<file path="config.mk">
export PLATFORM = sky130hd
export DESIGN_NAME = mul_unit
export DESIGN_NICKNAME = d
export VERILOG_FILES = /design/src/hdl/isa_pkg.sv /design/src/hdl/pipe_pkg.sv /design/src/hdl/mul_unit.sv
export SDC_FILE = /design/constraint.sdc
export NUM_CORES = 2
export LEC_CHECK = 0
export BUFFER_PORTS_ARGS = -buffer_cell sky130_fd_sc_hd__buf_2
export CORE_MARGIN = 1.5
export CORE_UTILIZATION = 50
export DETAILED_ROUTE_END_ITERATION = 8
export PLACE_DENSITY = 0.69
export SYNTH_ARGS = -nofsm -noshare
export SYNTH_HDL_FRONTEND = slang
export SYNTH_SLANG_ARGS = --single-unit
</file>
<file path="constraint.sdc">
create_clock -name vclk -period 41.2
set_input_delay 12.36 -clock vclk [all_inputs]
set_output_delay 12.36 -clock vclk [all_outputs]
set_load 0.05 [all_outputs]
</file>
<file path="src/hdl/isa_pkg.sv">
package isa_pkg;

    localparam int OP_W      = 6;
    localparam int REG_IDX_W = 5;
    localparam int IMM_W     = 16;

    typedef enum logic [OP_W-1:0] {
        OP_ADD  = 6'h01,
        OP_SUB  = 6'h02,
        OP_AND  = 6'h03,
        OP_OR   = 6'h04,
        OP_XOR  = 6'h05,
        OP_ADDI = 6'h0a,
        OP_MUL  = 6'h10
    } opcode_e;

    // three-register form
    typedef struct packed {
        opcode_e              op;
        logic [REG_IDX_W-1:0] rd;
        logic [REG_IDX_W-1:0] rj;
        logic [REG_IDX_W-1:0] rk;
        logic [10:0]          unused;
    } r_fmt_t;

    // immediate form, only OP_ADDI uses it
    typedef struct packed {
        opcode_e              op;
        logic [REG_IDX_W-1:0] rd;
        logic [REG_IDX_W-1:0] rj;
        logic signed [IMM_W-1:0] imm;
    } i_fmt_t;

    typedef union packed {
        r_fmt_t r;
        i_fmt_t i;
    } instr_u;

endpackage

</file>
<file path="src/hdl/pipe_pkg.sv">
package pipe_pkg;

    localparam int NUM_LANES  = 2;
    // j and k per lane
    localparam int NUM_OPNDS  = 2 * NUM_LANES;
    // ex1_ex2, ex2_ex3 and ex3_wb
    localparam int NUM_STAGES = 3;
    localparam int NUM_REGS   = 32;

    typedef logic [isa_pkg::REG_IDX_W-1:0] reg_idx_t;
    typedef logic [31:0]                   word_t;

    typedef struct packed {
        logic            valid;
        isa_pkg::instr_u instr;
    } issue_t;

    typedef struct packed {
        logic     valid;
        logic     wen;
        reg_idx_t rd;
        logic     ready;
        logic     is_mul;
        word_t    data;
        word_t    mul_b;
    } result_t;

    // lane 1 is the younger of the pair
    typedef result_t [NUM_LANES-1:0] stage_bus_t;

    typedef struct packed {
        logic     used;
        reg_idx_t idx;
        word_t    rf_data;
    } operand_req_t;

endpackage

</file>
<file path="src/hdl/mul_unit.sv">
`timescale 1ns/100ps

module mul_unit (
    input  pipe_pkg::stage_bus_t bus_i,
    output pipe_pkg::stage_bus_t bus_o
);
    import pipe_pkg::*;

    always_comb begin
        bus_o = bus_i;
        for (int l = 0; l < NUM_LANES; l++) begin
            if (bus_i[l].is_mul) begin
                // low 32 bits of the product
                bus_o[l].data  = bus_i[l].data * bus_i[l].mul_b;
                bus_o[l].ready = 1'b1;
            end
        end
    end

    // only multiply can leave ex1 unfinished, so ex2 closes every lane
    always_comb begin
        for (int l = 0; l < NUM_LANES; l++) begin
            assert (!bus_o[l].valid || bus_o[l].ready)
                else $error("mul_unit: lane %0d leaves ex2 unready", l);
        end
    end

endmodule

</file>
; Word-level counts from Yosys, hierarchy flattened
; Cells that the tools add are included.
[totals]
out_inout_bits = 146
inputBits = 146
reg_bits = 0
word_cells = 6
[classes]
multipliers = 2
mux = 4
[ops]
columns = op, n
row1 = $mul 32x32->32, 2
row2 = $mux 32, 2
row3 = $mux 1, 2

; Longest topological paths before layout
[depth]
ltp_word = 2
ltp_mapped = 27
depth_no_buf = 25

; Least setup slack after synthesis
; Ideal clock, no wire load.
[synth_path]
path_kind = in2out
start = input port bus_i[2] in the netlist's numbering
end = output port bus_o[61] in the netlist's numbering
arrival_ns = 19.803
t_required_ns = 28.840
path_buffers = 2
stages = 24
slack_ns = 9.037
cell_sequence = clkbuf_1 > clkbuf_1 > and2_1 > fa_1 > inv_1 > fa_1 > fa_1 > fa_1 > inv_1 > fa_1 > inv_1 > fa_1 > inv_1 > fa_1 > fa_1 > ha_1 > a21o_1 > a21o_1 > a221o_1 > a31oi_1 > a21boi_0 > o21a_1 > o21a_1 > o31ai_1
[synth_rtl]
columns = element, line_no
row1 = "start, declared", mul_unit.sv:4  ; input pipe_pkg::stage_bus_t bus_i,
row2 = "end, declared", mul_unit.sv:5  ; output pipe_pkg::stage_bus_t bus_o

==> results.cfg <==
[finish]
seq_cells = 0
area_delta_synth_final_pct = 3.38
fin_util_pct = 52.4
drive_gt1_share_pct = 9.20
regArea_um2 = 0
nClkBuffers = 0
final_nets = 4828

[synth]
ys_warn_count = 0
syn_nets = 4827
syn-cell-area_um2 = 32700
synth_commonest_cells = fa_1, inv_1, and2_1
synth_top_area_share_pct = 50.0
yosys.area.top_type = fa_1
synth_cells = 3619
synthTopCellsByArea = fa_1, and2_1, ha_1
ys_types = 58
ys_seq_area_share_pct = 0
syn_avg_cell_area_um2 = 9.04
yosysMostFrequentCell = fa_1

[floorplanning]
core_um2 = 64600
die_w_um = 259
ios = 292
die_y_um = 259
die_area_um2 = 67000
row_count = 93
start_util_pct = 50.6

[placement]
port_buffers = 264
gp_congestion = 0.899
preCtsSetupSlack_ns = 8.85
dp_hpwl_um = 69900

[drt]
remaining_drc_errors = 0
antenna_left = 0
via_per_inst = 5.34
vias = 23900
detail_route.wl_per_cell_um = 20.0
drt_pass1_iterations = 5
drtIter0Drc = 1341
wl_um = 89300

[setup_path]
critPathRequiredTime_ns = 28.84
critical_path_arrival_ns = 20.09
critPathCaptureType = output pin
setup.worst_path.class = in -> out
crit_path_start_kind = input pin
cp_max_fo = 30

[timing]
slew_violations = 0
slew_headroom_pct = 36.3
tns_ns = 0
hold_viol = 0
setup_viol = 0
fin_crit_sh_pct = 78.8
fmax_ghz = 0.0308
rsz0062_at_grt = false
period_minus_slack_ns = 32.45
worst_slack_ns = 8.75
tightest_slew_ns = 0.956

[clock_tree]
post_cts_buffers = 0
cts_resized = 0
cts_hold_buf = 0

[global_route]
antenna_found_initial = 1
grt_pass1_vias = 26000
gr-total-overflow = 0
grt_max_degree = 41
grt_usage_pct = 27.8
grt_pass1_wl_um = 145000

[worst_hold_path]
hold_path_class = in -> out

[flow_run]
maxCapViolCount = 0

[status]
status = completed
## logic make-up after synthesis
logic type / after synthesis / share of synthesized area [%]
buf+inv: 1030 / 12.8
mux: 50 / 1.73
simple gates: 1148 / 18.2
xor+xnor: 168 / 4.50
compound gates: 161 / 3.41
fa+ha+maj: 1062 / 59.4
## cell type report
type	instances	area [um^2]
Fill cell	6076	30800
Multi-Input combinational cell	2589	28500
Inverter	762	2860
Timing Repair Buffer	267	1340
Tap cell	855	1070
Antenna cell	1	2.50
## worst max-delay path, stage by stage
cell and delay [ns]:
buf_2 0.58, and2_1 0.25, fa_1 0.43, inv_1 0.08, fa_1 0.43, fa_1 0.48
fa_1 0.55, inv_1 0.05, fa_1 0.45, ha_1 0.30, fa_1 0.51, fa_1 0.42
ha_1 0.35, a21oi_1 0.33, o2111ai_2 0.30, a31oi_1 0.61, o22ai_1 0.27, o21ai_1 0.30
o21ai_1 0.25, xnor2_1 0.31, mux2_2 0.21, buf_2 0.25
## cell usage in the layout, fill, tap and decap left out, types with 3 or more instances in the layout
cell type,count
nor3_1,5
ha_1,246
a21oi_2,5
and2_1,618
nand4_1,4
fa_1,816
nor2_1,32
o21a_1,13
o31ai_1,5
a21oi_1,46
buf_4,3
o21ai_1,3
nand2_1,454
a21o_1,29
inv_1,762
o21ai_0,23
xor2_1,32
nand2b_1,7
nand3b_1,3
o22ai_1,4
buf_2,264
xnor2_1,136
mux2_2,48
o21bai_1,4
nand3_1,8
nor2b_1,7
## routing by layer
| layer | vias up | share of wire (%) | global-route usage, % |
|---|---|---|---|
| met5 | - | 0.013 | 0 |
| met4 | 2 | 3.1 | 7.24 |
| met3 | 164 | 6.3 | 2.85 |
| met2 | 889 | 51 | 49.4 |
| met1 | 12400 | 40 | 36.1 |
| li1 | 10400 | - | - |
## per-stage QoR
step                hold slack, ns  instance area (um^2)  instances
detailed placement           24.72                 33800       4473
floorplan                    24.89                 32700       3619
CTS                          24.72                 33800       4473
global route                 24.72                 33800       4473
global placement             24.72                 33800       4473
finish                       24.72                 33800       4474
## worst paths after layout
| check | slack, ns | startpoint | depth (start not counted) | to |
|---|---|---|---|---|
| min | 24.72 | bus_i[142] | 0 | bus_o[142] |
| max | 8.75 | bus_i[76] | 22 | bus_o[136] |
Power is left out: the tool's default activity adds up to more than one toggle a clock period on the data nets, which glitch-free logic cannot reach.
