### src/hdl/isa_pkg.sv
package isa_pkg;

    localparam int OP_W      = 6;
    localparam int REG_IDX_W = 5;
    localparam int IMM_W     = 16;

    typedef enum logic [OP_W-1:0] {
        OP_ADD  = 6'h01,
        OP_SUB  = 6'h02,
        OP_AND  = 6'h03,
        OP_OR   = 6'h04,
        OP_XOR  = 6'h05,
        OP_ADDI = 6'h0a,
        OP_MUL  = 6'h10
    } opcode_e;

    // three-register form
    typedef struct packed {
        opcode_e              op;
        logic [REG_IDX_W-1:0] rd;
        logic [REG_IDX_W-1:0] rj;
        logic [REG_IDX_W-1:0] rk;
        logic [10:0]          unused;
    } r_fmt_t;

    // immediate form, only OP_ADDI uses it
    typedef struct packed {
        opcode_e              op;
        logic [REG_IDX_W-1:0] rd;
        logic [REG_IDX_W-1:0] rj;
        logic signed [IMM_W-1:0] imm;
    } i_fmt_t;

    typedef union packed {
        r_fmt_t r;
        i_fmt_t i;
    } instr_u;

endpackage

### src/hdl/pipe_pkg.sv
package pipe_pkg;

    localparam int NUM_LANES  = 2;
    // j and k per lane
    localparam int NUM_OPNDS  = 2 * NUM_LANES;
    // ex1_ex2, ex2_ex3 and ex3_wb
    localparam int NUM_STAGES = 3;
    localparam int NUM_REGS   = 32;

    typedef logic [isa_pkg::REG_IDX_W-1:0] reg_idx_t;
    typedef logic [31:0]                   word_t;

    typedef struct packed {
        logic            valid;
        isa_pkg::instr_u instr;
    } issue_t;

    typedef struct packed {
        logic     valid;
        logic     wen;
        reg_idx_t rd;
        logic     ready;
        logic     is_mul;
        word_t    data;
        word_t    mul_b;
    } result_t;

    // lane 1 is the younger of the pair
    typedef result_t [NUM_LANES-1:0] stage_bus_t;

    typedef struct packed {
        logic     used;
        reg_idx_t idx;
        word_t    rf_data;
    } operand_req_t;

endpackage

### src/hdl/lane_alu.sv
`timescale 1ns/100ps

module lane_alu (
    input  pipe_pkg::issue_t       instr_i,
    input  pipe_pkg::word_t        rf_j_i,
    input  pipe_pkg::word_t        rf_k_i,
    input  pipe_pkg::word_t        opnd_j_i,
    input  pipe_pkg::word_t        opnd_k_i,
    output pipe_pkg::operand_req_t req_j_o,
    output pipe_pkg::operand_req_t req_k_o,
    output pipe_pkg::result_t      result_o
);
    import isa_pkg::*;
    import pipe_pkg::*;

    opcode_e op;
    logic    is_imm;
    logic    is_mul;
    word_t   imm_ext;
    word_t   alu_out;

    assign op      = instr_i.instr.r.op;
    assign is_imm  = (op == OP_ADDI);
    assign is_mul  = (op == OP_MUL);
    // same word seen through the i format
    assign imm_ext = {{($bits(word_t) - IMM_W){instr_i.instr.i.imm[IMM_W-1]}},
                      instr_i.instr.i.imm};

    assign req_j_o = '{used: instr_i.valid, idx: instr_i.instr.r.rj, rf_data: rf_j_i};
    // rk bits hold the immediate for addi
    assign req_k_o = '{used: instr_i.valid && !is_imm, idx: instr_i.instr.r.rk,
                       rf_data: rf_k_i};

    always_comb begin
        case (op)
            OP_ADD:  alu_out = opnd_j_i + opnd_k_i;
            OP_SUB:  alu_out = opnd_j_i - opnd_k_i;
            OP_AND:  alu_out = opnd_j_i & opnd_k_i;
            OP_OR:   alu_out = opnd_j_i | opnd_k_i;
            OP_XOR:  alu_out = opnd_j_i ^ opnd_k_i;
            OP_ADDI: alu_out = opnd_j_i + imm_ext;
            default: alu_out = '0;
        endcase
    end

    always_comb begin
        result_o.valid  = instr_i.valid;
        result_o.wen    = instr_i.valid && (instr_i.instr.r.rd != '0);
        result_o.rd     = instr_i.instr.r.rd;
        result_o.ready  = !is_mul;
        result_o.is_mul = is_mul;
        // multiply carries both operands on to ex2
        result_o.data   = is_mul ? opnd_j_i : alu_out;
        result_o.mul_b  = opnd_k_i;
    end

endmodule

### config.mk
export PLATFORM = sky130hd
export DESIGN_NAME = lane_alu
export DESIGN_NICKNAME = d
export VERILOG_FILES = /design/src/hdl/isa_pkg.sv /design/src/hdl/pipe_pkg.sv /design/src/hdl/lane_alu.sv
export SDC_FILE = /design/constraint.sdc
export NUM_CORES = 1
export LEC_CHECK = 0
export BUFFER_PORTS_ARGS = -buffer_cell sky130_fd_sc_hd__buf_4
export CORE_ASPECT_RATIO = 1.4
export CORE_UTILIZATION = 34
export DETAILED_ROUTE_END_ITERATION = 8
export GPL_TIMING_DRIVEN = 0
export MAX_ROUTING_LAYER = met4
export PLACE_DENSITY = 0.75
export SETUP_SLACK_MARGIN = 0.2
export SLEW_MARGIN = 20
export SYNTH_ARGS = -nofsm -noshare
export SYNTH_HDL_FRONTEND = slang
export SYNTH_SLANG_ARGS = --single-unit
export TNS_END_PERCENT = 30
### constraint.sdc
create_clock -name vclk -period 8.2
set_input_delay 1.64 -clock vclk [all_inputs]
set_output_delay 1.64 -clock vclk [all_outputs]
set_load 0.02 [all_outputs]
---- Yosys cells after proc, flatten, opt, wreduce, memory -nomap -nowiden ----
Cells that the tools add are included.
cells by class
  equality and inequality tests ........... 7
  add/sub/neg operators ................... 3
  divide/modulo/power cells ............... 0
  shift-type cells ........................ 0
  reduce and logical (&&, ||, !) cells .... 5
  multipliers ............................. 0
  magnitude comparators ................... 0
  bitwise gates (word level) .............. 3
  muxes and demuxes ....................... 2
operators with widths
  kind                count
  $pmux 32 s6         1
  $add 32x32->32      2
  $and 32x32->32      1
  $mux 32             1
  $or 32x32->32       1
  $sub 32x32->32      1
  $xor 32x32->32      1
  $eq 6x2->1 const B  2
  $eq 6x3->1 const B  2
  $eq 6x1->1 const B  1
  $eq 6x4->1 const B  1
  $eq 6x5->1 const B  1
  $reduce_bool 5->1   1
  $logic_and 1x1->1   2
  $logic_not 1->1     2
storage, ports and cells
  flip-flop bits (word level) ............. 0
  bits in latches ......................... 0
  memories kept ........................... 0
  RAM bits ................................ 0
  output and inout port bits .............. 149
  logic and storage cells ................. 20
  memory bits (read-only) ................. 0

---- Depth between registers and ports, before layout ----
  word-level depth ........................ 3
  gate-level depth with buffers ........... 20

---- Worst setup path after synthesis ----
OpenSTA, ideal clock, no wires.
  path kind ............................... input to output
  start point ............................. input opnd_k_i[0]
  end point ............................... output result_o[57] in the netlist's numbering
  slack ................................... 1.086 ns
  arrival ................................. 5.474 ns
  stages on the path ...................... 19
  required time ........................... 6.560 ns
  path through ............................ inv_1 > ha_1 > nand4_1 > or4_4 > buf_6 > or4_1 > nor3_1 > a21oi_1 > o221a_1 > ha_1 > nand4_1 > nor2_1 > a211oi_1 > a21boi_1 > a21oi_1 > or2_1 > a41oi_1 > xor2_1 > o21ai_1
RTL lines
  what         line            source
  from (decl)  lane_alu.sv:8   input pipe_pkg::word_t opnd_k_i,
  to (decl)    lane_alu.sv:11  output pipe_pkg::result_t result_o

==> reports/results.tsv <==
metric	value	unit
GR Overflow Total	0	
start point of the critical path	opnd_k_i[0]	
Rows	54	
Final Max Tran Viols	0	
Clock buffer cells	0	
f_max	128	MHz
RSZ-0062 raised after global routing	yes	
first-pass GRT wire length	33500	µm
critical path endpoint category	output pin	
DR pass1 iterations	5	
CP Capture Point	result_o[61]	
Crit path max-delay family	simple AND/OR/NAND/NOR gates	
detailed placement HPWL	18900	µm
Fin Setup TNS	0	ps
post-synth top area share	23.6	%
die width	109	µm
final std cells w/o fill	1222	
final setup vio count	0	
largest net degree at the start of global routing	11	
Syn Nets	1038	
Pwr Density	56.7	mW/mm²
Util after Layout	48.9	%
Avg Cell Area, Syn	7.06	µm²
hold_ws	3480	ps
register area	0	µm²
routed wire length	22600	µm
GRT Util Overall	26.7	%
Max-cap violations	0	
drt drc	0	
Ys Warns	0	
Die ar.	0.0166	mm²
most area-hungry cell type in the Yosys netlist	ha_1	
synthesized area	0.00545	mm²
WP data arrival	6160	ps
type of the worst min-delay path	primary input to output pin	
CP Depth	21	
IO Count	310	
Die H	152	µm
Lkg Pwr	3.86	nW
# port buffers	241	
Slowest Stage Delay on Critical Path	460	ps
final hold violation count	0	
share of layout cells above drive strength 1	38.2	%
Iteration-0 DRC Markers	484	
number of global-route vias before repair	6366	
Placed Instances	1210	
Worst-Margin Slew	704	ps
Placer Congestion	0.915	
count of cell types in the netlist	64	
Crit Path Max Fanout	6	
Syn-to-layout area delta	39.9	%
Detail Route Antenna Nets	0	
Hold Path Depth	2	
Vias/cell	5.54	
Tmin final	7800	ps
Initial Utilization	34.9	%
peak ir drop on the vdd network	0.0315	mV
Final Cycle Share	95.1	%
Area contributors post-synth	ha_1 (24%), buf_4 (16%), a21oi_1 (6.1%), o21ai_0 (5.1%), inv_1 (5.0%)	
Req. time, crit path	6560	ps
CP max-delay cell	or4_4	
vias	6774	
Post-CTS Hold Buffers	0	
initial antenna violation count	4	
WS Path Type	primary input to output pin	
Gate Count Post-Synth	773	
Rel. slew slack	53.1	%
Buf+Inv Stages, Crit Path	4	
outcome	complete, no violations	
Core Box Area	0.0156	mm²
Cell Chain, Critical Path	buf_4 -> inv_1 -> ha_2 -> nand4_1 -> or4_4 -> buf_6 -> or4_4 -> nor3_1 -> a21oi_1 -> o221a_1 -> ha_1 -> nand4_1 -> nor2_1 -> a211oi_1 -> a21boi_1 -> a21oi_1 -> or2_1 -> a41oi_1 -> xor2_1 -> o21ai_1 -> buf_4	
num sequential	0	
sequential area share after synthesis	0	%
CP startpoint kind	primary input	
Routed WL per cell	18.5	µm
Final nets	1288	
how the worst min path moves through the flow:
stage                           start  slack, ps          end
final                       rf_j_i[9]       3480   req_j_o[9]
after CTS                 instr_i[16]       3480  req_j_o[32]
after detailed placement  instr_i[16]       3480  req_j_o[32]
after global placement    instr_i[16]       3480  req_j_o[32]
after floorplan             rf_j_i[0]       3390   req_j_o[0]
after global routing       rf_k_i[15]       3480  req_k_o[15]
per-stage QoR:
step                area (µm²)  power (mW)  setup WS, ps
global route              7630       0.470           200
finish                    7630       0.432           401
global placement          7510       0.416           133
CTS                       7520       0.425           252
detailed placement        7510       0.423           185
floorplan                 5450       0.259          1090
where the power goes:
part | switching, mW | internal [mW] | leakage (nW) | total, mW
logic | 0.233 | 0.199 | 3.86 | 0.432
clock network | 0 | 0.0000000822 | 0.0000317 | 0.0000000822
registers | 0 | 0 | 0 | 0
cell usage in the layout, fill, tap and decap left out, drive strengths merged, types with 2 or more instances in the layout:
master,count
a211oi,4
a21boi,3
a21o,15
a21oi,66
a221oi,22
a22oi,15
a31oi,3
a41oi,4
and2,7
buf,366
clkbuf,29
diode,5
ha,103
inv,73
mux2i,2
nand2,28
nand2b,3
nand3,14
nand3b,3
nand4,2
nor2,35
nor2b,3
nor3,12
nor3b,3
nor4,4
nor4b,2
o2111ai,2
o211ai,18
o21a,5
o21ai,62
o21bai,2
o22ai,30
o311ai,11
o31ai,7
o41ai,7
or2,2
or3,9
or4,6
xnor2,14
xor2,15
metal layers:
layer	global-route usage (%)	wire length (µm)	vias up
li1	-	-	3236
met1	29.8	8360	3084
met2	48.0	11600	411
met3	3.99	2010	43
met4	7.21	573	0
met5	-	0	-
synth_stat cells, types with 2 or more instances:
| cell type | number |
|---|---|
| buf_4 | 114 |
| ha_1 | 103 |
| inv_1 | 73 |
| a21oi_1 | 66 |
| o21ai_0 | 56 |
| nor2_1 | 35 |
| o22ai_1 | 30 |
| clkbuf_1 | 29 |
| nand2_1 | 28 |
| a221oi_1 | 22 |
| o211ai_1 | 18 |
| a21o_1 | 15 |
| a22oi_1 | 15 |
| xor2_1 | 15 |
| nand3_1 | 13 |
| xnor2_1 | 13 |
| nor3_1 | 10 |
| and2_1 | 7 |
| o31ai_1 | 7 |
| o41ai_1 | 7 |
| o21ai_1 | 6 |
| o311ai_0 | 6 |
| or3_1 | 6 |
| o21a_1 | 5 |
| o311ai_1 | 5 |
| a211oi_1 | 4 |
| a41oi_1 | 4 |
| or4_1 | 4 |
| a31oi_1 | 3 |
| nand2b_1 | 3 |
| nand3b_1 | 3 |
| nor2b_1 | 3 |
| nor3b_1 | 3 |
| or3_4 | 3 |
| a21boi_0 | 2 |
| buf_2 | 2 |
| mux2i_1 | 2 |
| nand4_1 | 2 |
| nor4_2 | 2 |
| nor4b_1 | 2 |
| o2111ai_1 | 2 |
| o21bai_1 | 2 |
| or4_4 | 2 |
what timing repair did:
| action | CTS | global route |
|---|---|---|
| resized for setup | 1 | 11 |
| setup endpoints to repair | 1 | 10 |
| buffers inserted | 0 | 7 |
| hold endpoints to repair | 0 | 0 |
| cloned | 0 | 0 |
| pin swaps | 0 | 3 |
logic make-up (layout without fill, tap and decap cells):
| family | Yosys count | count (layout) | synth area share (%) |
|---|---|---|---|
| AND/OR/NAND/NOR | 134 | 134 | 13.7 |
| adder cells (fa/ha/maj) | 104 | 104 | 24.0 |
| other | 0 | 5 | 0 |
| AO/OA/AOI/OAI | 283 | 283 | 33.7 |
| multiplexers | 3 | 3 | 0.574 |
| buffers and inverters | 220 | 468 | 23.2 |
| XOR/XNOR | 29 | 29 | 4.79 |
layout make-up:
type | instances | area, µm²
fillers | 1618 | 7980
inverters | 73 | 274
repair buffers | 248 | 1860
multi-input cells | 553 | 4240
plain buffers | 147 | 991
well taps | 196 | 245
diodes | 5 | 12.5
(Power assumes the default switching activity.)
