==> src/hdl/isa_pkg.sv <==
package isa_pkg;

    localparam int OP_W      = 6;
    localparam int REG_IDX_W = 5;
    localparam int IMM_W     = 16;

    typedef enum logic [OP_W-1:0] {
        OP_ADD  = 6'h01,
        OP_SUB  = 6'h02,
        OP_AND  = 6'h03,
        OP_OR   = 6'h04,
        OP_XOR  = 6'h05,
        OP_ADDI = 6'h0a,
        OP_MUL  = 6'h10
    } opcode_e;

    // three-register form
    typedef struct packed {
        opcode_e              op;
        logic [REG_IDX_W-1:0] rd;
        logic [REG_IDX_W-1:0] rj;
        logic [REG_IDX_W-1:0] rk;
        logic [10:0]          unused;
    } r_fmt_t;

    // immediate form, only OP_ADDI uses it
    typedef struct packed {
        opcode_e              op;
        logic [REG_IDX_W-1:0] rd;
        logic [REG_IDX_W-1:0] rj;
        logic signed [IMM_W-1:0] imm;
    } i_fmt_t;

    typedef union packed {
        r_fmt_t r;
        i_fmt_t i;
    } instr_u;

endpackage

==> src/hdl/pipe_pkg.sv <==
package pipe_pkg;

    localparam int NUM_LANES  = 2;
    // j and k per lane
    localparam int NUM_OPNDS  = 2 * NUM_LANES;
    // ex1_ex2, ex2_ex3 and ex3_wb
    localparam int NUM_STAGES = 3;
    localparam int NUM_REGS   = 32;

    typedef logic [isa_pkg::REG_IDX_W-1:0] reg_idx_t;
    typedef logic [31:0]                   word_t;

    typedef struct packed {
        logic            valid;
        isa_pkg::instr_u instr;
    } issue_t;

    typedef struct packed {
        logic     valid;
        logic     wen;
        reg_idx_t rd;
        logic     ready;
        logic     is_mul;
        word_t    data;
        word_t    mul_b;
    } result_t;

    // lane 1 is the younger of the pair
    typedef result_t [NUM_LANES-1:0] stage_bus_t;

    typedef struct packed {
        logic     used;
        reg_idx_t idx;
        word_t    rf_data;
    } operand_req_t;

endpackage

==> src/hdl/ex1_forward.sv <==
`timescale 1ns/100ps

module ex1_forward (
    input  pipe_pkg::operand_req_t [pipe_pkg::NUM_OPNDS-1:0] req_i,
    input  pipe_pkg::stage_bus_t                             ex1_ex2_i,
    input  pipe_pkg::stage_bus_t                             ex2_ex3_i,
    input  pipe_pkg::stage_bus_t                             ex3_wb_i,
    output pipe_pkg::word_t        [pipe_pkg::NUM_OPNDS-1:0] opnd_o,
    output logic                                             stall_o
);
    import pipe_pkg::*;

    // youngest boundary first
    stage_bus_t [NUM_STAGES-1:0] stages;
    logic       [NUM_OPNDS-1:0]  opnd_stall;
    logic       [NUM_OPNDS-1:0]  mul_wait;

    assign stages[0] = ex1_ex2_i;
    assign stages[1] = ex2_ex3_i;
    assign stages[2] = ex3_wb_i;

    function automatic logic src_hit(result_t src, operand_req_t req);
        return src.valid && src.wen && (src.rd == req.idx);
    endfunction

    function automatic logic req_live(operand_req_t req);
        return req.used && (req.idx != '0);
    endfunction

    always_comb begin
        logic found;
        for (int o = 0; o < NUM_OPNDS; o++) begin
            opnd_o[o]     = req_i[o].rf_data;
            opnd_stall[o] = 1'b0;
            found         = 1'b0;
            if (req_live(req_i[o])) begin
                for (int b = 0; b < NUM_STAGES; b++) begin
                    // lane 1 before lane 0 within a boundary
                    for (int l = NUM_LANES - 1; l >= 0; l--) begin
                        if (!found && src_hit(stages[b][l], req_i[o])) begin
                            found = 1'b1;
                            if (stages[b][l].ready) begin
                                opnd_o[o] = stages[b][l].data;
                            end else begin
                                opnd_stall[o] = 1'b1;
                            end
                        end
                    end
                end
            end
        end
    end

    // any operand waiting holds the whole pair
    assign stall_o = |opnd_stall;

    // only a multiply still in ex1_ex2 is unfinished, later boundaries are final
    always_comb begin
        mul_wait = '0;
        for (int o = 0; o < NUM_OPNDS; o++) begin
            for (int l = 0; l < NUM_LANES; l++) begin
                if (req_live(req_i[o]) && src_hit(ex1_ex2_i[l], req_i[o]) &&
                    ex1_ex2_i[l].is_mul) begin
                    mul_wait[o] = 1'b1;
                end
            end
        end
    end

    always_comb begin
        assert (!stall_o || (|mul_wait))
            else $error("ex1_forward: stall with no multiply waiting in ex1_ex2");
    end

endmodule

==> config.mk <==
export PLATFORM = sky130hd
export DESIGN_NAME = ex1_forward
export DESIGN_NICKNAME = d
export VERILOG_FILES = /design/src/hdl/isa_pkg.sv /design/src/hdl/pipe_pkg.sv /design/src/hdl/ex1_forward.sv
export SDC_FILE = /design/constraint.sdc
export NUM_CORES = 1
export LEC_CHECK = 0
export BUFFER_PORTS_ARGS = -buffer_cell sky130_fd_sc_hd__clkbuf_2
export CORE_AREA = 4 4 278 280
export DETAILED_ROUTE_END_ITERATION = 12
export DIE_AREA = 0 0 282 284
export MAX_ROUTING_LAYER = met4
export PLACE_DENSITY = 0.34
export SYNTH_ARGS = -nofsm -noshare
export SYNTH_HDL_FRONTEND = slang
export SYNTH_SLANG_ARGS = --single-unit
==> constraint.sdc <==
create_clock -name vclk -period 3.5
set_input_delay 0.7 -clock vclk [all_inputs]
set_output_delay 0.7 -clock vclk [all_outputs]
set_load 0.01 [all_outputs]
-- Word-level counts from Yosys, hierarchy flattened
Index checks and enable logic that the tools add are counted.
- word-level logic and storage cells: 254
- register bits: 0
- output and inout bits: 129
- input port bits: 590
- equal/unequal tests: 24
- muxes and demuxes: 151
- reductions and logical operators: 79
- operators with widths (kind ; count):
    two-way mux 32 bit ; 57
    equality test 5 bit ; 24
    two-way mux 1 bit ; 94
    logical AND 1 bit ; 54
    zero test 1 bit ; 20
    nonzero test 5 bit ; 4
    OR reduction 4 bit ; 1

-- Logic depth before layout (Yosys ltp)
Gate-level depths: netlist of run 1.
- depth after elaboration: 25
- depth in mapped cells: 12
- gate-level depth less buffers: 8

-- Worst setup path after synthesis of run 1
OpenSTA, ideal clock, no wires.
- path type: input-to-output
- start point: in req_i[74] (netlist bit)
- end point: out opnd_o[54] (netlist bit)
- arrival: 2.912 ns
- stages on the path: 11
- path slack: -0.112 ns
- path buffers: 3
- required time: 2.800 ns
- cell sequence: buf_2 -> xnor2_1 -> nand3_1 -> or4_1 -> buf_2 -> buf_2 -> mux2i_1 -> a211o_1 -> a311oi_1 -> a21oi_1 -> o21ai_1
- RTL lines (element ; line ; RTL):
    start: declaration ; ex1_forward.sv:4 ; input pipe_pkg::operand_req_t [pipe_pkg::NUM_OPNDS-1:0] req_i,
    end: declaration ; ex1_forward.sv:8 ; output pipe_pkg::word_t [pipe_pkg::NUM_OPNDS-1:0] opnd_o,

==> metrics.txt, run 1 <==
first-pass GRT wire length about 150000 µm; total of endpoints with negative setup slack in the final report 129; global-route usage over all layers 0.2695; P&R area growth vs syn 131.9%; IO Port Bufs between 500 and 600; dominant combinational cell family by area after synthesis compound AO/OA/AOI/OAI gates; count of pins on the block boundary 719; cell breakdown of the critical path clkbuf_16, xnor2_4, nand4_1, or4_4, or2_4, buf_12, o221a_4, o21ai_2, a21oi_1, a221o_1, buf_2; leading cell type by number of instances after synthesis sky130_fd_sc_hd__a21oi_1; min-delay src req_i[3]; worst path setup slack after routing -0.5626 ns; top achievable clock speed 246.2 MHz; setup repair after global routing missed its margin yes; horizontal die dimension 282 µm; library cell occupying the most area in the post-synthesis netlist sky130_fd_sc_hd__a21oi_1; total negative slack -49.64 ns; normalized max-slew margin 0.6002; Mapped Avg Cell Area 6.325 µm²; XOR/XNOR share of the synthesized area 0.1013; total nets after synthesis ~2200; cell count of the worst hold path 4; Filler cells a little under 8000; worst slack after detailed placement -0.8436 ns; power density over the cells approximately 98 nW/µm²; pins over their slew limit 0; sequential cells 0; most instantiated cells after synthesis sky130_fd_sc_hd__a21oi_1, sky130_fd_sc_hd__o21ai_0, sky130_fd_sc_hd__a211oi_1; worst vdd rail ir drop just over 0.00007 V; CP max stage delay 0.65 ns; number of nets with antenna violations after routing 0; Adder-Cell Fraction of Synth Area 0; post-layout power 0.002338 W; drt via density approximately 5.6; final-layout clock buffer total 0; Min-Delay Endpoint opnd_o[3]; leak pwr ~10 nW; sequential standard cell area 0 µm²; violated checks setup timing; complex-gate fraction of the synthesized area 0.5079; pin count of the biggest net entering global routing 26; minimum clock period after layout 4.063 ns; die boundary height ~280 µm; routed vias 19570; largest cells by area after synthesis sky130_fd_sc_hd__a21oi_1, sky130_fd_sc_hd__a211oi_1, sky130_fd_sc_hd__mux2i_1; final weighted congestion of routability-driven global placement between 0.9 and 1; final-report hold violation count 0; Critical Path End Type output port; Multi-input gate area 12560 µm²; Hold WC Path Type primary input to output port; share of the yosys chip area belonging to registers 0; area of the core 74450 µm²; final routed wirelength across all metal layers around 120000 µm; slew at the pin closest to its max-slew limit 0.5978 ns; area of the die ~80000 µm²; Starting DRT DRC Count 2153; fin crit share 1.161; initial cell density of the core 0.1382; number of antenna violations at the first check in global routing 20; max cap viols 0; vias in the first global route roughly 19000; CP max FO 6; Yosys Warn Count 0; HPWL after detailed placement around 85000 µm; fraction of final layout cells with drive strength greater than 1 0.6414; netlist area before placement a little over 10000 µm²; WP data arrival 3.36 ns; Row Count 100; basic-gate share of the synthesized area counting and, or, nand and nor cells 0.2123; number of optimization iterations in the first detailed-route pass 6; net count reported at finish approximately 3100; hold bufs inserted after CTS 0; Hold Slack between 1.5 and 2 ns; critical path start-end classification primary input to output port; area share of the largest cell type after synthesis 0.08759; element type at the critical path start primary input; number of distinct library cell variants in the gate-level netlist after synthesis 74; cell with the biggest individual delay on the critical path sky130_fd_sc_hd__or4_4; synthesized instance count between 1500 and 2000; mux share of post-synthesis cell area 0.08479; critical path required time 2.80 ns; routed wirelength normalized by instance count approximately 34 µm; total gr overflow 0; remaining routing DRC violations 0; Post-Route Utilization 0.3204; run status finished with violations
-- power breakdown --
part,switching (W),total (W),internal [W]
logic,0.00128,0.00234,0.00106
clock network,0,0.000000000628,0.000000000628
registers,0,0,0
total,0.00128,0.00234,0.00106
-- cell families (layout without fill, tap and decap cells) --
kind of cell | after synthesis | after routing
buffers and inverters | 218 | 1101
AO/OA/AOI/OAI | 772 | 772
other | 0 | 20
AND/OR/NAND/NOR | 433 | 434
multiplexers | 84 | 84
XOR/XNOR | 119 | 119
-- through the flow --
stage,instances,cell area (µm²)
after CTS,3403,21020
after global routing,3499,23860
after detailed placement,3289,17250
after global placement,3289,17250
after floorplan,1626,10320
final,3499,23860
-- area by class of cell --
class,count,share of cell area
Timing Repair Buffer,1073,0.4163
Inverter,28,0.004406
Tap cell,969,0.05082
Antenna cell,20,0.002098
Multi-Input combinational cell,1409,0.5264
-- layer usage --
layer | track usage | part of all wire | wire length (µm)
met1 | 0.3536 | 0.42 | 49770
met3 | 0.05010 | 0.089 | 10400
met5 | - | 0 | 0
met2 | 0.4201 | 0.45 | 52270
met4 | 0.08118 | 0.042 | 4923
-- worst max-delay path, delay by kind of cell --
family,cells,cell delay (ns)
buf+inv,3,0.52
xor+xnor,1,0.13
simple gates,3,1.26
compound gates,4,0.74
-- placed cells by master, fill, tap and decap left out, types with 20 or more instances in the layout --
cell / instances
sky130_fd_sc_hd__buf_6: 115
sky130_fd_sc_hd__o211ai_1: 28
sky130_fd_sc_hd__o221ai_1: 42
sky130_fd_sc_hd__inv_1: 28
sky130_fd_sc_hd__a21oi_2: 58
sky130_fd_sc_hd__buf_4: 277
sky130_fd_sc_hd__o21ai_1: 68
sky130_fd_sc_hd__buf_8: 38
sky130_fd_sc_hd__xnor2_1: 29
sky130_fd_sc_hd__buf_12: 127
sky130_fd_sc_hd__o21ai_0: 51
sky130_fd_sc_hd__a22oi_1: 26
sky130_fd_sc_hd__nor3_1: 62
sky130_fd_sc_hd__nand2_1: 96
sky130_fd_sc_hd__mux2_2: 25
sky130_fd_sc_hd__a21oi_1: 117
sky130_fd_sc_hd__nand3_1: 23
sky130_fd_sc_hd__mux2i_1: 52
sky130_fd_sc_hd__buf_2: 84
sky130_fd_sc_hd__nor2_4: 24
sky130_fd_sc_hd__a221o_1: 24
sky130_fd_sc_hd__nor2_1: 70
sky130_fd_sc_hd__o21ai_2: 53
sky130_fd_sc_hd__a211o_1: 37
sky130_fd_sc_hd__clkbuf_2: 383
sky130_fd_sc_hd__xor2_1: 43
sky130_fd_sc_hd__diode_2: 20
sky130_fd_sc_hd__a211oi_2: 88
-- worst max-delay path by stage --
| stage | startpoint | to | slack, ns |
|---|---|---|---|
| final | ex1_ex2_i[67] | opnd_o[64] | -0.56 |
| after global routing | ex1_ex2_i[67] | opnd_o[76] | -0.57 |
| after CTS | ex1_ex2_i[67] | opnd_o[76] | -0.43 |
| after detailed placement | req_i[32] | opnd_o[31] | -0.84 |
| after global placement | req_i[32] | opnd_o[31] | -0.90 |
| after floorplan | req_i[146] | opnd_o[125] | 0.04 |
-- what timing repair did --
| action | in CTS | in global routing |
|---|---|---|
| setup endpoints to repair | 129 | 129 |
| gates resized for setup | 519 | 544 |
| pin swaps | 205 | 205 |
| cloned | 19 | 12 |
| buffers inserted | 105 | 78 |
(Power assumes the default switching activity.)
==> inputs of run 2 (changes only) <==
==> constraint.sdc (replaced) <==
create_clock -name vclk -period 3.5
set_input_delay 0.7 -clock vclk [all_inputs]
set_output_delay 0.7 -clock vclk [all_outputs]
set_load 0.05 [all_outputs]
==> metrics.txt, run 2 (same netlist as run 1, synthesis figures left out) <==
run status finished with violations; violated checks setup timing; HPWL after detailed placement roughly 85000 µm; sequential cells 0; top library cells by usage in the layout, fill and taps aside sky130_fd_sc_hd__clkbuf_2, sky130_fd_sc_hd__buf_4, sky130_fd_sc_hd__buf_12, sky130_fd_sc_hd__buf_6, sky130_fd_sc_hd__nand2_1; CP max stage delay between 0.5 and 0.6 ns; first-pass GRT wire length between 150000 and 200000 µm; worst vdd rail ir drop 0.00008076 V; die boundary height about 280 µm; Filler cells 7570; global-route usage over all layers 0.2811; power density over the cells between 100 and 150 nW/µm²; net count reported at finish between 3000 and 4000; fraction of final layout cells with drive strength greater than 1 0.6979; P&R area growth vs syn 167.3%; Critical Path End Type output port; element type at the critical path start primary input; cell count of the worst hold path 4; routed wirelength normalized by instance count between 30 and 40 µm; count of pins on the block boundary about 720; pins over their slew limit 0; normalized max-slew margin 0.6191; cell with the biggest individual delay on the critical path sky130_fd_sc_hd__or4b_4; Row Count 100; post-route cell area 27500 µm²; minimum clock period after layout 4.053 ns; leak pwr roughly 11 nW; worst slack after detailed placement -0.8713 ns; cell breakdown of the critical path clkbuf_4, xnor2_2, nand4_1, buf_4, or4b_4, buf_12, clkbuf_16, o221a_1, o21ai_2, a21oi_2, a221o_2, buf_12; sequential standard cell area 0 µm²; final routed wirelength across all metal layers approximately 120000 µm; WP data arrival 3.35 ns; hold bufs inserted after CTS 0; area of the die 80090 µm²; area of the core roughly 74000 µm²; routed vias 19460; vias in the first global route between 15000 and 20000; number of optimization iterations in the first detailed-route pass 5; post-layout instance count excluding filler cells around 3600; number of nets with antenna violations after routing 0; horizontal die dimension 282 µm; IO Port Bufs between 500 and 600; CP max FO 7; initial cell density of the core 0.1382; total gr overflow 0; most frequent standard cell in the layout excluding fill and tap cells sky130_fd_sc_hd__clkbuf_2; critical path required time 2.80 ns; most frequent CP cell sky130_fd_sc_hd__buf_12; # placed instances about 3300; slew at the pin closest to its max-slew limit between 0.5 and 0.6 ns; pin count of the biggest net entering global routing 30; setup repair after global routing missed its margin yes; max cap viols 0; top achievable clock speed around 250 MHz; worst path setup slack after routing -0.5527 ns; Multi-input gate area ~14000 µm²; cell area after placement 20030 µm²; Hold WC Path Type primary input to output port; number of antenna violations at the first check in global routing 24; final weighted congestion of routability-driven global placement about 0.9; final-report hold violation count 0; Starting DRT DRC Count approximately 1600; fin crit share 1.158; final-layout clock buffer total 0; total of endpoints with negative setup slack in the final report approximately 130; critical path start-end classification primary input to output port; remaining routing DRC violations 0; drt via density approximately 5.4
[run 2: layer usage]
layer | up-vias | wire length, µm | track usage
li1 | 8300 | - | -
met4 | 0 | 5576 | 0.08206
met3 | 323 | 10140 | 0.05290
met5 | - | 0 | -
met1 | 9689 | 50620 | 0.3589
met2 | 1147 | 54890 | 0.4509
[run 2: where the power goes]
group	switching, W	leakage, nW	internal (W)	total, W
combinational	0.00187	11.3	0.00149	0.00337
clock	0	0.000152	0.000000000852	0.000000000852
sequential	0	0	0	0
[run 2: final timing paths]
check,start,endpoint,slack [ns]
setup / recovery,ex1_ex2_i[142],opnd_o[66],-0.55
hold / removal,req_i[140],opnd_o[122],1.77
[run 2: cell type report]
class,count,area share
antenna,24,0.002184
inverter,28,0.003959
timing repair buffer,1143,0.4478
tap,969,0.04409
multi-input combinational,1408,0.5020
[run 2: worst max-delay path: cells and delay by family]
| kind | cells | cell delay, ns |
|---|---|---|
| compound gates | 4 | 0.74 |
| xor+xnor | 1 | 0.16 |
| buf+inv | 5 | 0.93 |
| simple gates | 2 | 0.81 |
[run 2: per-stage QoR]
step / setup TNS, ns / hold WS, ns / total power [W] / util
6_report: -54.00 / 1.770 / 0.003365 / 0.3693
5_1_grt: -59.46 / 1.797 / 0.003478 / 0.3693
4_1_cts: -53.38 / 1.787 / 0.003144 / 0.3329
3_5_place_dp: -84.72 / 1.803 / 0.002771 / 0.2690
3_3_place_gp: -83.59 / 1.800 / 0.002769 / 0.2690
2_1_floorplan: -0.2849 / 1.608 / 0.001382 / -
[run 2: timing repair]
action,CTS,global route
gates cloned,24,19
setup endpoints to repair,129,129
resized for setup,602,411
pin swaps,235,210
setup buffers,133,76
==> inputs of run 3 (changes only) <==
Settings changed: ABC_AREA set to 1, CORE_AREA 4 4 278 280 to 4 4 277 279, DIE_AREA 0 0 282 284 to 0 0 281 283, PLACE_DENSITY 0.34 to 0.41.
==> metrics.txt, run 3 <==
run status finished with violations; violated checks setup timing; vias in the first global route roughly 25000; sequential cells 0; total nets after synthesis 4157; switching fraction of total power 0.6068; Multi-input gate area between 10000 and 15000 µm²; area share of the largest cell type after synthesis 0.3937; Hold Slack between 1.5 and 2 ns; final weighted congestion of routability-driven global placement between 0.9 and 1; remaining routing DRC violations 0; cell breakdown of the critical path clkbuf_16, clkinv_8, buf_8, buf_4, nand2_1, a21oi_2, nand4_1, buf_4, nor2_2, buf_6, nand3_4, buf_12, buf_12, o21ai_1, inv_1, nand2_1, nand2_1, nand2_2, buf_12; post-layout power 0.003610 W; P&R area growth vs syn 100.1%; fin crit share 1.034; Hold WC Path Type primary input to output port; number of distinct library cell variants in the gate-level netlist after synthesis 39; drt via density 5.150; CP max stage delay between 0.15 and 0.2 ns; cell count of the worst hold path 4; number of nets with antenna violations after routing 0; power density over the cells ~120 nW/µm²; Mapped Avg Cell Area 4.309 µm²; Clock power frac 0; cell area after placement around 23000 µm²; pin count of the biggest net entering global routing 45; largest cells by area after synthesis sky130_fd_sc_hd__nand2_1, sky130_fd_sc_hd__o21ai_0, sky130_fd_sc_hd__inv_1; min-delay src req_i[4]; IO Port Bufs 521; Starting DRT DRC Count 3121; reported net switching power about 0.0022 W; Filler cells between 8000 and 9000; sequential standard cell area 0 µm²; basic-gate share of the synthesized area counting and, or, nand and nor cells 0.5527; share of power burned in combinational logic 1.000; Adder-Cell Fraction of Synth Area 0; share of the yosys chip area belonging to registers 0; Row Count 100; max cap viols 0; hold bufs inserted after CTS 0; most frequent standard cell in the layout excluding fill and tap cells sky130_fd_sc_hd__nand2_1; XOR/XNOR share of the synthesized area 0.01595; slew at the pin closest to its max-slew limit about 0.64 ns; CP max FO 5; first-pass GRT wire length 178000 µm; initial cell density of the core 0.2072; mux share of post-synthesis cell area 0; total of endpoints with negative setup slack in the final report ~80; instance count on the critical path 19; fraction of final layout cells with drive strength greater than 1 0.4198; final-report hold violation count 0; worst vdd rail ir drop about 0.000095 V; netlist area before placement about 15000 µm²; Post-Route Utilization 0.4146; normalized max-slew margin 0.5694; pins over their slew limit 0; element type at the critical path start primary input; routed wirelength normalized by instance count between 20 and 30 µm; top library cells by usage in the layout, fill and taps aside sky130_fd_sc_hd__nand2_1, sky130_fd_sc_hd__inv_1, sky130_fd_sc_hd__clkbuf_2, sky130_fd_sc_hd__buf_4, sky130_fd_sc_hd__o21ai_0; final routed wirelength across all metal layers around 140000 µm; HPWL after detailed placement just under 100000 µm; net count reported at finish between 5000 and 6000; Min-Delay Endpoint opnd_o[4]; post-route cell area slightly above 30000 µm²; # placed instances ~5200; most instantiated cells after synthesis sky130_fd_sc_hd__nand2_1, sky130_fd_sc_hd__inv_1, sky130_fd_sc_hd__o21ai_0; dominant combinational cell family by area after synthesis simple AND/OR/NAND/NOR gates; final-layout clock buffer total 0; design internal power 0.001419 W; horizontal die dimension roughly 280 µm; number of optimization iterations in the first detailed-route pass 9; library cell occupying the most area in the post-synthesis netlist sky130_fd_sc_hd__nand2_1; Critical Path End Type output port; WP data arrival 2.92 ns; minimum clock period after layout 3.619 ns; worst path setup slack after routing -0.1190 ns; synthesized instance count 3567; die boundary height 283 µm; Yosys Warn Count 0; leading cell type by number of instances after synthesis sky130_fd_sc_hd__nand2_1; area of the core 74200 µm²; number of antenna violations at the first check in global routing 16; total gr overflow 0; complex-gate fraction of the synthesized area 0.2204; Sequential Power Share 0; critical path required time around 2.8 ns; leak pwr between 15 and 20 nW; number of buffer and inverter stages on the critical path 10; post-layout instance count excluding filler cells roughly 5400; family of cells with the greatest summed delay on the critical path buffers and inverters; setup repair after global routing missed its margin yes; area of the die a little under 80000 µm²; routed vias about 28000; global-route usage over all layers 0.3127; critical path start-end classification primary input to output port; cell with the biggest individual delay on the critical path sky130_fd_sc_hd__buf_12; top achievable clock speed ~280 MHz; count of pins on the block boundary 719
run 3: final cells by class:
type | instances | area share
Multi-Input combinational cell | 2761 | 0.4869
Timing Repair Buffer | 1104 | 0.3946
Inverter | 589 | 0.07792
Tap cell | 969 | 0.03941
Antenna cell | 15 | 0.001220
run 3: metal layers:
layer | share of wire | global-route usage
met1 | 0.40 | 0.4162
met2 | 0.43 | 0.4872
met3 | 0.11 | 0.04446
met4 | 0.055 | 0.1014
met5 | 0 | -
run 3: cell families (layout without fill, tap and decap cells):
group / Yosys count / in the layout
and+or+nand+nor: 2065 / 2066
other: 0 / 15
xor gates and xnor gates: 28 / 28
buffers and inverters: 807 / 1693
AOI/OAI and AO/OA: 667 / 667
run 3: timing repair:
action,in CTS,in global routing
setup buffers,78,89
gates cloned,23,39
gates resized for setup,557,1002
pin swaps,133,386
endpoints found under the setup margin,129,129
run 3: how the worst max path moves through the flow:
stage / startpoint / endpoint / slack (ns)
finish: req_i[73] / opnd_o[38] / -0.12
global route: req_i[73] / opnd_o[45] / -0.19
CTS: req_i[33] / opnd_o[11] / -0.13
detailed placement: req_i[73] / opnd_o[41] / -0.47
global placement: req_i[73] / opnd_o[45] / -0.48
floorplan: req_i[73] / opnd_o[32] / 0.01
run 3: stage by stage:
stage | setup slack (ns) | TNS (ns)
2_1_floorplan | 0.01128 | 0
3_3_place_gp | -0.4783 | -39.76
3_5_place_dp | -0.4663 | -40.52
4_1_cts | -0.1285 | -3.287
5_1_grt | -0.1881 | -13.14
6_report | -0.1190 | -3.593
run 3: power by group through the flow:
stage / Combinational (W) / Clock (W) / Sequential [W]
finish: 0.00361 / 0.000000000575 / 0
global route: 0.00381 / 0.000000000574 / 0
CTS: 0.00319 / 0 / 0
detailed placement: 0.00286 / 0 / 0
global placement: 0.00286 / 0 / 0
floorplan: 0.00146 / 0 / 0
